File: config.mk
export PLATFORM = sky130hd
export DESIGN_NAME = exec_pipe
export DESIGN_NICKNAME = d
export VERILOG_FILES = /design/src/verilog/alu_pkg.sv /design/src/verilog/rv_isa_pkg.sv /design/src/verilog/alu.sv /design/src/verilog/exec_pipe.sv /design/src/verilog/execute_stage.sv /design/src/verilog/instr_decoder.sv /design/src/verilog/operand_stage.sv /design/src/verilog/reg_file.sv
export SDC_FILE = /design/constraint.sdc
export NUM_CORES = 2
export LEC_CHECK = 0
export BUFFER_PORTS_ARGS = -buffer_cell sky130_fd_sc_hd__buf_2
export CAP_MARGIN = 20
export CELL_PAD_IN_SITES_DETAIL_PLACEMENT = 1
export CELL_PAD_IN_SITES_GLOBAL_PLACEMENT = 1
export CORE_MARGIN = 1.5
export CORE_UTILIZATION = 40
export DETAILED_ROUTE_END_ITERATION = 16
export HOLD_SLACK_MARGIN = 0.12
export MAX_ROUTING_LAYER = met4
export PLACE_DENSITY = 0.74
export SYNTH_ARGS = -nofsm -noshare
export SYNTH_HDL_FRONTEND = slang
export SYNTH_SLANG_ARGS = --single-unit
File: constraint.sdc
create_clock -name clk -period 5.5 [get_ports clk]
set_input_delay 0 -clock clk [delete_from_list [all_inputs] [get_ports clk]]
set_output_delay 0 -clock clk [all_outputs]
set_load 0.01 [all_outputs]
File: src/verilog/alu_pkg.sv
package alu_pkg;

	localparam int XLEN = 32;                   // Datapath width fixed by RV32I

	// Encodings follow the ALU operation table of the core.
	// Codes for the compare variants that only branches would need stay unused
	typedef enum logic [3:0] {
		ADD               = 4'b0000,              // a + b
		SUB               = 4'b0001,              // a - b
		AND               = 4'b0010,              // Bitwise and
		OR                = 4'b0011,              // Bitwise or
		XOR               = 4'b0100,              // Bitwise xor
		U_LOWER           = 4'b1001,              // a < b unsigned
		S_LOWER           = 4'b1010,              // a < b signed
		SHIFT_LEFT        = 4'b1101,              // a << b[4:0]
		SHIFT_RIGHT_LOGIC = 4'b1110,              // a >> b[4:0] with zero fill
		SHIFT_RIGHT_ARIT  = 4'b1111               // a >>> b[4:0] with sign fill
	} alu_op_e;

endpackage

File: src/verilog/rv_isa_pkg.sv
package rv_isa_pkg;

	// Major opcodes handled by the execute path
	typedef enum logic [6:0] {
		OP_REG = 7'b0110011,                      // Register-register ALU group
		OP_IMM = 7'b0010011                       // Register-immediate ALU group
	} opcode_e;

	// funct3 field codes shared by OP and OP-IMM
	localparam logic [2:0] FUNCT3_ADD  = 3'b000;  // ADD, SUB, ADDI
	localparam logic [2:0] FUNCT3_SLL  = 3'b001;  // SLL, SLLI
	localparam logic [2:0] FUNCT3_SLT  = 3'b010;  // SLT, SLTI
	localparam logic [2:0] FUNCT3_SLTU = 3'b011;  // SLTU, SLTIU
	localparam logic [2:0] FUNCT3_XOR  = 3'b100;  // XOR, XORI
	localparam logic [2:0] FUNCT3_SR   = 3'b101;  // SRL, SRA and the immediate forms
	localparam logic [2:0] FUNCT3_OR   = 3'b110;  // OR, ORI
	localparam logic [2:0] FUNCT3_AND  = 3'b111;  // AND, ANDI

	typedef logic [4:0] reg_idx_t;              // Index into the 32-entry register file

endpackage
File: src/verilog/alu.sv
`timescale 1ns/100ps

module alu import alu_pkg::*; (
	input  logic [XLEN-1:0] a,
	input  logic [XLEN-1:0] b,
	input  alu_op_e         op,
	output logic [XLEN-1:0] result,
	output logic            zero                  // High when result is zero
);

	logic [4:0] shamt;

	assign shamt = b[4:0];                         // RV32I shifts use the low 5 bits only
	assign zero  = (result == '0);

	always_comb begin
		case (op)
			ADD:               result = a + b;
			SUB:               result = a - b;       // Wraps on underflow
			AND:               result = a & b;
			OR:                result = a | b;
			XOR:               result = a ^ b;
			U_LOWER:           result = {{(XLEN-1){1'b0}}, (a < b)};
			S_LOWER:           result = {{(XLEN-1){1'b0}}, ($signed(a) < $signed(b))};
			SHIFT_LEFT:        result = a << shamt;
			SHIFT_RIGHT_LOGIC: result = a >> shamt;
			SHIFT_RIGHT_ARIT:  result = $unsigned($signed(a) >>> shamt);  // Sign fill
			default:           result = '0;         // Unknown code gives zero
		endcase
	end

endmodule

File: src/verilog/exec_pipe.sv
`timescale 1ns/100ps

module exec_pipe import alu_pkg::*, rv_isa_pkg::*; (
	input  logic            clk,
	input  logic            rst_n,
	input  logic            instr_valid,
	input  logic [31:0]     instr,
	output logic            wb_valid,
	output logic            wb_illegal,
	output reg_idx_t        wb_rd,
	output logic [XLEN-1:0] wb_data,
	output logic            wb_zero
);

	logic            s1_valid;                    // Decode to operand fetch
	logic            s1_illegal;
	reg_idx_t        s1_rs1;
	reg_idx_t        s1_rs2;
	reg_idx_t        s1_rd;
	logic [XLEN-1:0] s1_imm;
	logic            s1_use_imm;
	alu_op_e         s1_op;
	reg_idx_t        rd_addr_a;                   // Register file reads
	reg_idx_t        rd_addr_b;
	logic [XLEN-1:0] rd_data_a;
	logic [XLEN-1:0] rd_data_b;
	logic            s2_valid;                    // Operand fetch to execute
	logic            s2_illegal;
	reg_idx_t        s2_rd;
	alu_op_e         s2_op;
	logic [XLEN-1:0] s2_a;
	logic [XLEN-1:0] s2_b;
	logic            ex_valid;                    // Execute bypass path
	reg_idx_t        ex_rd;
	logic [XLEN-1:0] ex_result;

	instr_decoder instr_decoder_inst (
		.clk, .rst_n, .instr_valid, .instr,
		.s1_valid, .s1_illegal, .s1_rs1, .s1_rs2, .s1_rd, .s1_imm, .s1_use_imm, .s1_op
	);

	operand_stage operand_stage_inst (
		.clk, .rst_n,
		.s1_valid, .s1_illegal, .s1_rs1, .s1_rs2, .s1_rd, .s1_imm, .s1_use_imm, .s1_op,
		.rd_addr_a, .rd_addr_b, .rd_data_a, .rd_data_b,
		.ex_valid, .ex_rd, .ex_result,
		.wb_valid, .wb_rd, .wb_data,
		.s2_valid, .s2_illegal, .s2_rd, .s2_op, .s2_a, .s2_b
	);

	execute_stage execute_stage_inst (
		.clk, .rst_n,
		.s2_valid, .s2_illegal, .s2_rd, .s2_op, .s2_a, .s2_b,
		.ex_valid, .ex_rd, .ex_result,
		.wb_valid, .wb_illegal, .wb_rd, .wb_data, .wb_zero
	);

	reg_file reg_file_inst (
		.clk, .rst_n,
		.we      (wb_valid),                        // Written one edge after writeback
		.wr_addr (wb_rd),
		.wr_data (wb_data),
		.rd_addr_a, .rd_addr_b, .rd_data_a, .rd_data_b
	);

endmodule

File: src/verilog/execute_stage.sv
`timescale 1ns/100ps

module execute_stage import alu_pkg::*, rv_isa_pkg::*; (
	input  logic            clk,
	input  logic            rst_n,
	input  logic            s2_valid,
	input  logic            s2_illegal,
	input  reg_idx_t        s2_rd,
	input  alu_op_e         s2_op,
	input  logic [XLEN-1:0] s2_a,
	input  logic [XLEN-1:0] s2_b,
	output logic            ex_valid,             // Bypass source for the operand stage
	output reg_idx_t        ex_rd,
	output logic [XLEN-1:0] ex_result,
	output logic            wb_valid,
	output logic            wb_illegal,
	output reg_idx_t        wb_rd,
	output logic [XLEN-1:0] wb_data,
	output logic            wb_zero
);

	logic [XLEN-1:0] alu_result;
	logic            alu_zero;

	alu alu_inst (
		.a      (s2_a),
		.b      (s2_b),
		.op     (s2_op),
		.result (alu_result),
		.zero   (alu_zero)
	);

	assign ex_valid  = s2_valid;                   // Illegal slots never forward
	assign ex_rd     = s2_rd;
	assign ex_result = alu_result;

	always_ff @(posedge clk or negedge rst_n) begin
		if (!rst_n) begin
			wb_valid   <= 1'b0;
			wb_illegal <= 1'b0;
		end else begin
			wb_valid   <= s2_valid;                  // One-cycle pulse
			wb_illegal <= s2_illegal;
		end
	end

	always_ff @(posedge clk) begin
		if (s2_valid) begin
			wb_rd   <= s2_rd;
			wb_data <= alu_result;
			wb_zero <= alu_zero;
		end
	end

endmodule

File: src/verilog/instr_decoder.sv
`timescale 1ns/100ps

module instr_decoder import alu_pkg::*, rv_isa_pkg::*; (
	input  logic            clk,
	input  logic            rst_n,
	input  logic            instr_valid,          // One-cycle strobe for instr
	input  logic [31:0]     instr,
	output logic            s1_valid,
	output logic            s1_illegal,
	output reg_idx_t        s1_rs1,
	output reg_idx_t        s1_rs2,
	output reg_idx_t        s1_rd,
	output logic [XLEN-1:0] s1_imm,
	output logic            s1_use_imm,
	output alu_op_e         s1_op
);

	logic [6:0]      opcode;
	logic [2:0]      funct3;
	logic            alt;                         // Bit 30 picks SUB or SRA
	logic            funct7_rsvd;                 // Other funct7 bits must be clear
	logic            alt_ok;                      // Bit 30 has a meaning for this funct3
	logic            is_shift;
	logic            dec_legal;
	alu_op_e         dec_op;
	logic [XLEN-1:0] dec_imm;

	assign opcode      = instr[6:0];
	assign funct3      = instr[14:12];
	assign alt         = instr[30];
	assign funct7_rsvd = instr[31] | (|instr[29:25]);
	assign dec_imm     = {{(XLEN-12){instr[31]}}, instr[31:20]};  // Sign-extended I-immediate

	always_comb begin
		dec_op   = ADD;
		alt_ok   = 1'b0;
		is_shift = 1'b0;
		case (funct3)
			FUNCT3_ADD: begin
				alt_ok = (opcode == OP_REG);            // There is no SUBI
				if (alt && alt_ok)
					dec_op = SUB;
				else
					dec_op = ADD;
			end
			FUNCT3_SLL: begin
				dec_op   = SHIFT_LEFT;
				is_shift = 1'b1;
			end
			FUNCT3_SLT:  dec_op = S_LOWER;
			FUNCT3_SLTU: dec_op = U_LOWER;
			FUNCT3_XOR:  dec_op = XOR;
			FUNCT3_SR: begin
				alt_ok   = 1'b1;
				is_shift = 1'b1;
				if (alt)
					dec_op = SHIFT_RIGHT_ARIT;             // SRA and SRAI
				else
					dec_op = SHIFT_RIGHT_LOGIC;            // SRL and SRLI
			end
			FUNCT3_OR:   dec_op = OR;
			FUNCT3_AND:  dec_op = AND;
			default:     dec_op = ADD;
		endcase
	end

	always_comb begin
		case (opcode)
			OP_REG:  dec_legal = !funct7_rsvd && (alt_ok || !alt);
			OP_IMM: begin
				if (is_shift)
					dec_legal = !funct7_rsvd && (alt_ok || !alt);
				else
					dec_legal = funct7_rsvd || !alt;     // Bit 30 alone is the SUB-style pattern
			end
			default: dec_legal = 1'b0;                 // Any other opcode is illegal
		endcase
	end

	always_ff @(posedge clk or negedge rst_n) begin
		if (!rst_n) begin
			s1_valid   <= 1'b0;
			s1_illegal <= 1'b0;
		end else begin
			s1_valid   <= instr_valid && dec_legal;
			s1_illegal <= instr_valid && !dec_legal;   // Flag travels in place of valid
		end
	end

	always_ff @(posedge clk) begin
		if (instr_valid) begin                       // Fields only move with a strobe
			s1_rs1     <= instr[19:15];
			s1_rs2     <= instr[24:20];
			s1_rd      <= instr[11:7];
			s1_imm     <= dec_imm;
			s1_use_imm <= (opcode == OP_IMM);
			s1_op      <= dec_op;
		end
	end

endmodule

File: src/verilog/operand_stage.sv
`timescale 1ns/100ps

module operand_stage import alu_pkg::*, rv_isa_pkg::*; (
	input  logic            clk,
	input  logic            rst_n,
	input  logic            s1_valid,
	input  logic            s1_illegal,
	input  reg_idx_t        s1_rs1,
	input  reg_idx_t        s1_rs2,
	input  reg_idx_t        s1_rd,
	input  logic [XLEN-1:0] s1_imm,
	input  logic            s1_use_imm,
	input  alu_op_e         s1_op,
	output reg_idx_t        rd_addr_a,            // Register file read ports
	output reg_idx_t        rd_addr_b,
	input  logic [XLEN-1:0] rd_data_a,
	input  logic [XLEN-1:0] rd_data_b,
	input  logic            ex_valid,             // Instruction now in execute
	input  reg_idx_t        ex_rd,
	input  logic [XLEN-1:0] ex_result,
	input  logic            wb_valid,             // Instruction now in writeback
	input  reg_idx_t        wb_rd,
	input  logic [XLEN-1:0] wb_data,
	output logic            s2_valid,
	output logic            s2_illegal,
	output reg_idx_t        s2_rd,
	output alu_op_e         s2_op,
	output logic [XLEN-1:0] s2_a,
	output logic [XLEN-1:0] s2_b
);

	logic [XLEN-1:0] fwd_a;
	logic [XLEN-1:0] fwd_b;

	// Newest producer wins. x0 always reads zero
	function automatic logic [XLEN-1:0] bypass(
		input reg_idx_t        idx,
		input logic [XLEN-1:0] rf_val,
		input logic            e_valid,
		input reg_idx_t        e_rd,
		input logic [XLEN-1:0] e_data,
		input logic            w_valid,
		input reg_idx_t        w_rd,
		input logic [XLEN-1:0] w_data
	);
		if (idx == '0)
			return '0;
		if (e_valid && (e_rd == idx))
			return e_data;                             // Distance 1
		if (w_valid && (w_rd == idx))
			return w_data;                             // Distance 2
		return rf_val;                               // Distance 3 and up
	endfunction

	assign rd_addr_a = s1_rs1;
	assign rd_addr_b = s1_rs2;

	always_comb begin
		fwd_a = bypass(s1_rs1, rd_data_a, ex_valid, ex_rd, ex_result, wb_valid, wb_rd, wb_data);
		fwd_b = bypass(s1_rs2, rd_data_b, ex_valid, ex_rd, ex_result, wb_valid, wb_rd, wb_data);
	end

	always_ff @(posedge clk or negedge rst_n) begin
		if (!rst_n) begin
			s2_valid   <= 1'b0;
			s2_illegal <= 1'b0;
		end else begin
			s2_valid   <= s1_valid;
			s2_illegal <= s1_illegal;
		end
	end

	always_ff @(posedge clk) begin
		if (s1_valid) begin
			s2_rd <= s1_rd;
			s2_op <= s1_op;
			s2_a  <= fwd_a;
			s2_b  <= s1_use_imm ? s1_imm : fwd_b;      // OP-IMM takes the immediate
		end
	end

endmodule

File: src/verilog/reg_file.sv
`timescale 1ns/100ps

module reg_file import alu_pkg::*, rv_isa_pkg::*; (
	input  logic            clk,
	input  logic            rst_n,
	input  logic            we,                   // Write strobe from writeback
	input  reg_idx_t        wr_addr,
	input  logic [XLEN-1:0] wr_data,
	input  reg_idx_t        rd_addr_a,
	input  reg_idx_t        rd_addr_b,
	output logic [XLEN-1:0] rd_data_a,
	output logic [XLEN-1:0] rd_data_b
);

	localparam int REG_COUNT = 2 ** $bits(reg_idx_t);  // 32 architectural registers

	logic [XLEN-1:0] regs [REG_COUNT];
	logic            wr_live;                     // A real write is happening this cycle

	assign wr_live = we && (wr_addr != '0);        // x0 is never stored

	always_ff @(posedge clk or negedge rst_n) begin
		if (!rst_n) begin
			for (int i = 0; i < REG_COUNT; i++)
				regs[i] <= '0;                          // Whole file comes up as zero
		end else if (wr_live) begin
			regs[wr_addr] <= wr_data;
		end
	end

	// Asynchronous reads. x0 first, then the write in flight, then storage
	assign rd_data_a = (rd_addr_a == '0) ? '0 :
		(wr_live && (wr_addr == rd_addr_a)) ? wr_data : regs[rd_addr_a];
	assign rd_data_b = (rd_addr_b == '0) ? '0 :
		(wr_live && (wr_addr == rd_addr_b)) ? wr_data : regs[rd_addr_b];

endmodule

## After elaboration in Yosys (flattened, before gate mapping)

Cells that the tools add are included.

- Register bits after elaboration: 1173
- Input bits: 35
- Output and inout port bits: 40
- Word-level logic and storage cells: 162

- Add/subtract/negate cells: 2
- Order comparisons: 6
- Equal/unequal tests: 22
- Shift operators: 3
- Multiplexer cells: 46
- Bitwise logic cells: 7
- Reductions and logical operators: 25

Operators with widths:

| operator | number |
|---|---|
| bitwise mux 1024 bit | 1 |
| two-way mux 32 bit | 22 |
| binary-select mux 32 bit (select 5 bit) | 2 |
| case mux 32 bit (10 select lines) | 1 |
| demux 32 bit (select 5 bit) | 1 |
| < comparator 32 bit | 2 |
| adder 32 bit | 1 |
| bitwise AND 32 bit | 1 |
| zero test 32 bit | 1 |
| bitwise OR 32 bit | 1 |
| case mux 4 bit (8 select lines) | 1 |
| << shifter 32 x 5 -> 32 bit | 1 |
| >> shifter 32 x 5 -> 32 bit | 1 |
| >>> shifter 32 x 5 -> 32 bit | 1 |
| subtractor 32 bit | 1 |
| bitwise XOR 32 bit | 1 |
| equality test 4 bit, second input constant | 5 |
| equality test 5 bit | 4 |
| greater-or-equal comparator 6 bit, second input constant | 3 |
| inverter 5 -> 6 bit | 3 |
| two-way mux 1 bit | 16 |
| equality test 3 bit, second input constant | 4 |
| logical AND 1 bit | 12 |
| zero test 5 bit | 2 |
| 17 further kinds | 23 |

## Longest topological paths before layout

- Word-level depth: 10
- Depth in mapped cells: 18
- Mapped depth without buffers: 14

## Hierarchy

From an unflattened synthesis, not the netlist that was laid out.

- Cell total of the unflattened synthesis: 5831
- Area total of the unflattened synthesis: 72268.1 µm²

By module, submodules not included:

| module | times used | cells each | area an instance (µm²) | seq. area each (µm²) |
|---|---|---|---|---|
| reg_file | 1 | 3983 | 56077.5 | 25624.6 |
| alu | 1 | 1350 | 9296.4 | 0.0 |
| operand_stage | 1 | 371 | 4441.8 | 2242.2 |
| execute_stage | 1 | 46 | 1236.2 | 1191.1 |
| instr_decoder | 1 | 81 | 1216.2 | 860.8 |

## Least setup slack after synthesis

OpenSTA, ideal clock, no wires.

- Path kind: register to register
- From: reg operand_stage_inst.s2_b[2]
- To: reg execute_stage_inst.wb_zero (data pin)
- Data arrival time: 4.738 ns
- Setup slack: 0.628 ns
- Cell stages (with the launch flop): 19
- Path buffers: 5
- Period minus slack after synthesis: 4.872 ns
- Cell sequence: edfxtp_1 buf_6 buf_2 buf_2 inv_1 buf_1 buf_1 ha_1 nor3_1 a211oi_1 o211ai_1 a211o_1 a311oi_1 o21ai_1 a221o_1 a31o_2 or4_1 nor4_1 and4b_1

- Longest elaborated chain between the ends: 3
- Elaborated cells on any way between the ends: 12
- Classes of those cells: add/sub: 2; order compare: 2; shift: 3; mux: 1; bitwise: 3; reduce/logical: 1

Ends and longest elaborated chain:

| element | RTL line | RTL |
|---|---|---|
| start: declaration | operand_stage.sv:29 | `output logic [XLEN-1:0] s2_b` |
| start signal: assignment | operand_stage.sv:78 | `s2_b <= s1_use_imm ? s1_imm : fwd_b;` |
| subtractor 32 bit (tied with other cells) | alu.sv:19 | `SUB: result = a - b;` |
| case mux 32 bit (10 select lines) * | alu.sv:17 | `case (op)` |
| net ex_result[19] | exec_pipe.sv:35 | `logic [XLEN-1:0] ex_result;` |
| zero test 32 bit * | alu.sv:14 | `assign zero = (result == '0);` |
| net execute_stage_inst.alu_inst.zero | alu.sv:8 | `output logic zero` |
| end signal: assignment | execute_stage.sv:51 | `wb_zero <= alu_zero;` |
| end: declaration | execute_stage.sv:19 | `output logic wb_zero` |

The timed path passes the listed nets; every way through them passes the cells marked *.
A chain may end at the register's enable or synchronous reset.

## Worst setup path after layout

- From: reg operand_stage_inst.s2_a[0]
- To: reg operand_stage_inst.s2_b[0] (data pin)

- Longest elaborated chain between the ends: 8
- Elaborated cells on any way between the ends: 17
- Classes of those cells: add/sub: 2; order compare: 2; shift: 3; mux: 7; bitwise: 3

Ends and longest elaborated chain:

| element | RTL line | RTL |
|---|---|---|
| start: declaration | operand_stage.sv:28 | `output logic [XLEN-1:0] s2_a,` |
| start signal: assignment | operand_stage.sv:77 | `s2_a <= fwd_a;` |
| subtractor 32 bit (tied with other cells) | alu.sv:19 |  |
| case mux 32 bit (10 select lines) * | alu.sv:17 |  |
| net ex_result[0] | exec_pipe.sv:35 |  |
| two-way mux 32 bit * | operand_stage.sv:48 | `if (e_valid && (e_rd == idx))` |
| two-way mux 32 bit | operand_stage.sv:50 | `if (w_valid && (w_rd == idx))` |
| two-way mux 32 bit | operand_stage.sv:52 | `return rf_val;` |
| two-way mux 32 bit * | operand_stage.sv:50 |  |
| two-way mux 32 bit * | operand_stage.sv:48 |  |
| two-way mux 32 bit * | operand_stage.sv:78 |  |

Marks and branches as above.

==> summary.txt <==
Outcome
  • Status: finished clean

Detailed routing
  • Post-Route WL: around 260000 µm
  • Antenna-violating nets left: 0
  • TritonRoute pass-1 iters: 5
  • Initial DRC Count: 5212
  • DRC: 0
  • Via Count: around 50k
  • DR vias/cell: between 6 and 7
  • WL/cell: 33.3 µm

Yosys
  • Yosys top cell area share: 36.8%
  • Area of the mapped netlist: approximately 70000 µm²
  • Cells after Synth: roughly 5.4k
  • Unique masters post-synth: 90
  • Synth Area per Inst: 13.1 µm²
  • Synth async-reset ratio: 88.2%
  • Syn_nets: 5493
  • Yosys top cell by area: dfrtp_1
  • Top cells by area, synth: dfrtp_1 (37%), mux4_2 (19%), mux2_2 (17%)
  • Synth Register Bits: 1168
  • Ys flop type: dfrtp_1
  • EDFF count, synth: approximately 140
  • Warnings from Yosys: 0
  • Register area share after synthesis: a little over two fifths

Clocking
  • CTS-repair resized insts: 0
  • Root buffer cell: clkbuf_16
  • Cts hold-fix bufs: 61
  • CTS sink cnt: 1168
  • Clock Latency Late Sink: 0.79 ns
  • Post-CTS setup repair buffer count: 0
  • TritonCTS Buffers: around 120
  • Max clock buf depth: 3
  • H-tree levels: 3
  • CTS tree: yes
  • Clock slew at reported path FFs: 0.06 ns

Die
  • Full die area: 178000 µm²
  • I/O pin total: 75
  • Starting Density: 40.3%
  • Core Region: around 170000 µm²
  • # rows: 153
  • Die Ht: 421 µm
  • Die W: ~420 µm

Timing
  • Max Freq: 193 MHz
  • Pins Over Slew Limit: 0
  • Slew @ Worst Pin: between 1 and 1.5 ns
  • Fin worst setup slack: 0.306 ns
  • Final period util: 94.4%
  • Unrepaired setup endpoints after global routing: no
  • Post-route setup TNS: 0 ns
  • Hold Vio Cnt, Final: 0
  • Hold Slack: between 0.15 and 0.2 ns
  • Endpoints failing setup: 0
  • Relative slew slack: 20.3%
  • Clock Skews: 0.0520 ns
  • Minimum period implied by the final worst setup slack: 5.19 ns

Cells and area
  • Final cell count without fillers: around 7.7k
  • NumNets Final: 5383
  • Commonest non-fill, non-tap cells in the layout: mux2_2 (1059), dfrtp_1 (1028), mux4_2 (577)
  • Commonest non-fill, non-tap cell in the layout: mux2_2
  • P&R area growth vs syn: 11.8%
  • Share of cells above drive strength 1: 40.9%

Placement
  • Dpl ws: a little under 0.5 ns
  • GP Congestion: slightly below 1
  • IO buf count: 74
  • Detail Placement HPWL: approximately 160000 µm
  • # placed instances: between 7k and 8k

Setup path
  • Setup crit end kind: flop
  • Crit start category: flop
  • FF-to-FF setup slack: about 0.31 ns
  • Top fanout value on the critical path: 6
  • Critical path class: reg2reg
  • Arrival time worst endpoint: 5.66 ns
  • Req. time, crit path: 5.96 ns

Min path
  • Hold Crit Class: in2reg

Power
  • Pwr dens: 239 nW/µm²
  • VDD IR-drop max: 0.264 mV
  • Lkg Pwr: between 30 and 40 nW
  • Final Power: approximately 19 mW

Global route
  • Number of global-route vias before repair: 53.4k
  • Pin count of the biggest net entering global routing: 166
  • Initial antenna violation count: 4
  • Grt total ovfl: 0
  • GRT Util Overall: 29.3%
  • First-pass GRT wire length: 378000 µm

Run
  • Max-Cap Viols: 0
[registers in the layout, summed over array words and instances (netlist names), 4 cells and up]
register                    cells
execute_stage_inst.wb_data     32
execute_stage_inst.wb_rd        5
instr_decoder_inst.s1_imm      12
instr_decoder_inst.s1_op        4
instr_decoder_inst.s1_rd        5
instr_decoder_inst.s1_rs1       5
operand_stage_inst.s2_a        32
operand_stage_inst.s2_b        32
operand_stage_inst.s2_op        4
operand_stage_inst.s2_rd        5
reg_file_inst.regs           1024
[power breakdown]
group,switching [mW],leakage [nW],internal [mW]
Sequential,0.0439,15.6,8.77
Clock,3.69,2.01,4.81
Combinational,0.911,17.1,0.472
[worst max-delay path: stages, from the launching register on]
cell	delay, ns
edfxtp_1	0.49
inv_1	0.11
ha_1	0.24
fa_1	0.44
nor2_1	0.20
o311ai_1	0.19
a211oi_1	0.40
buf_4	0.21
a211oi_1	0.14
o41ai_2	0.82
a21oi_1	0.18
o21ai_0	0.26
a21oi_1	0.11
or4_1	0.49
a21oi_1	0.37
o21ai_0	0.20
[area by class of cell]
| type | instances | area, µm² |
|---|---|---|
| Fill cell | 17600 | 95500 |
| Multi-Input combinational cell | 3515 | 37800 |
| Sequential cell | 1168 | 29900 |
| Clock buffer | 181 | 3620 |
| Timing Repair Buffer | 338 | 3280 |
| Tap cell | 2325 | 2910 |
| Clock inverter | 45 | 432 |
| Inverter | 103 | 387 |
| Antenna cell | 5 | 12.5 |
[metrics by stage]
| stage | util [%] | instance area (µm²) |
|---|---|---|
| after floorplan | - | 70000 |
| after global placement | 42.0 | 73000 |
| after detailed placement | 42.1 | 73100 |
| after CTS | 44.7 | 77800 |
| after global routing | 45.1 | 78300 |
| final | 45.1 | 78300 |
[layer usage]
| metal | track usage (%) | wire length, µm | vias up |
|---|---|---|---|
| met3 | 4.66 | 19200 | 657 |
| met5 | - | 0 | - |
| met2 | 45.7 | 122000 | 2467 |
| met1 | 37.7 | 102000 | 27600 |
| li1 | - | - | 20400 |
| met4 | 13.2 | 12600 | 0 |
[logic make-up (layout without fill, tap and decap cells)]
| family | Yosys count | count (layout) | share of synthesized area [%] |
|---|---|---|---|
| buffers and inverters | 674 | 667 | 3.75 |
| DFF | 1168 | 1168 | 42.7 |
| other | 0 | 5 | 0 |
| adders and majority gates | 101 | 101 | 1.83 |
| muxes | 1869 | 1869 | 38.9 |
| xor gates and xnor gates | 26 | 26 | 0.325 |
| AOI/OAI and AO/OA | 855 | 855 | 7.96 |
| and+or+nand+nor | 664 | 664 | 4.50 |
[cells in the mapped netlist, types with 8 or more instances]
cell / count
and3_1: 12
clkbuf_1: 417
o22ai_1: 59
buf_2: 26
o211ai_1: 28
nor2b_1: 14
o221ai_1: 51
a211oi_1: 85
edfxtp_1: 138
inv_1: 100
nor2_1: 231
a221oi_1: 19
mux2i_1: 232
buf_1: 119
a21oi_1: 257
a211o_1: 10
nor3b_1: 10
a31oi_1: 19
nand2b_1: 21
o21ai_0: 148
nand4_1: 16
mux2_2: 1059
or4_1: 9
ha_1: 99
a21o_1: 17
o31ai_1: 13
o21bai_1: 14
a22oi_1: 13
xnor2_1: 9
nor3_1: 72
and2_1: 9
nor4_1: 23
nand3_1: 40
xor2_1: 17
or2_2: 20
mux4_2: 577
dfrtp_1: 1030
o21a_1: 21
nand2_1: 154
a311oi_1: 8
[final timing paths]
path	startpoint	end	depth (start not counted)
setup / recovery	operand_stage_inst.s2_a[0]	operand_stage_inst.s2_b[0]	15
hold / removal	instr[30]	instr_decoder_inst.s1_op[0]	4
setup reg to reg	operand_stage_inst.s2_a[0]	operand_stage_inst.s2_b[0]	15
hold reg to reg	instr_decoder_inst.s1_illegal	operand_stage_inst.s2_illegal	0
max in group asynchronous	rst_n	reg_file_inst.regs[778]	4
min in group asynchronous	rst_n	reg_file_inst.regs[822]	4
Power figures use the tool's default switching activity.
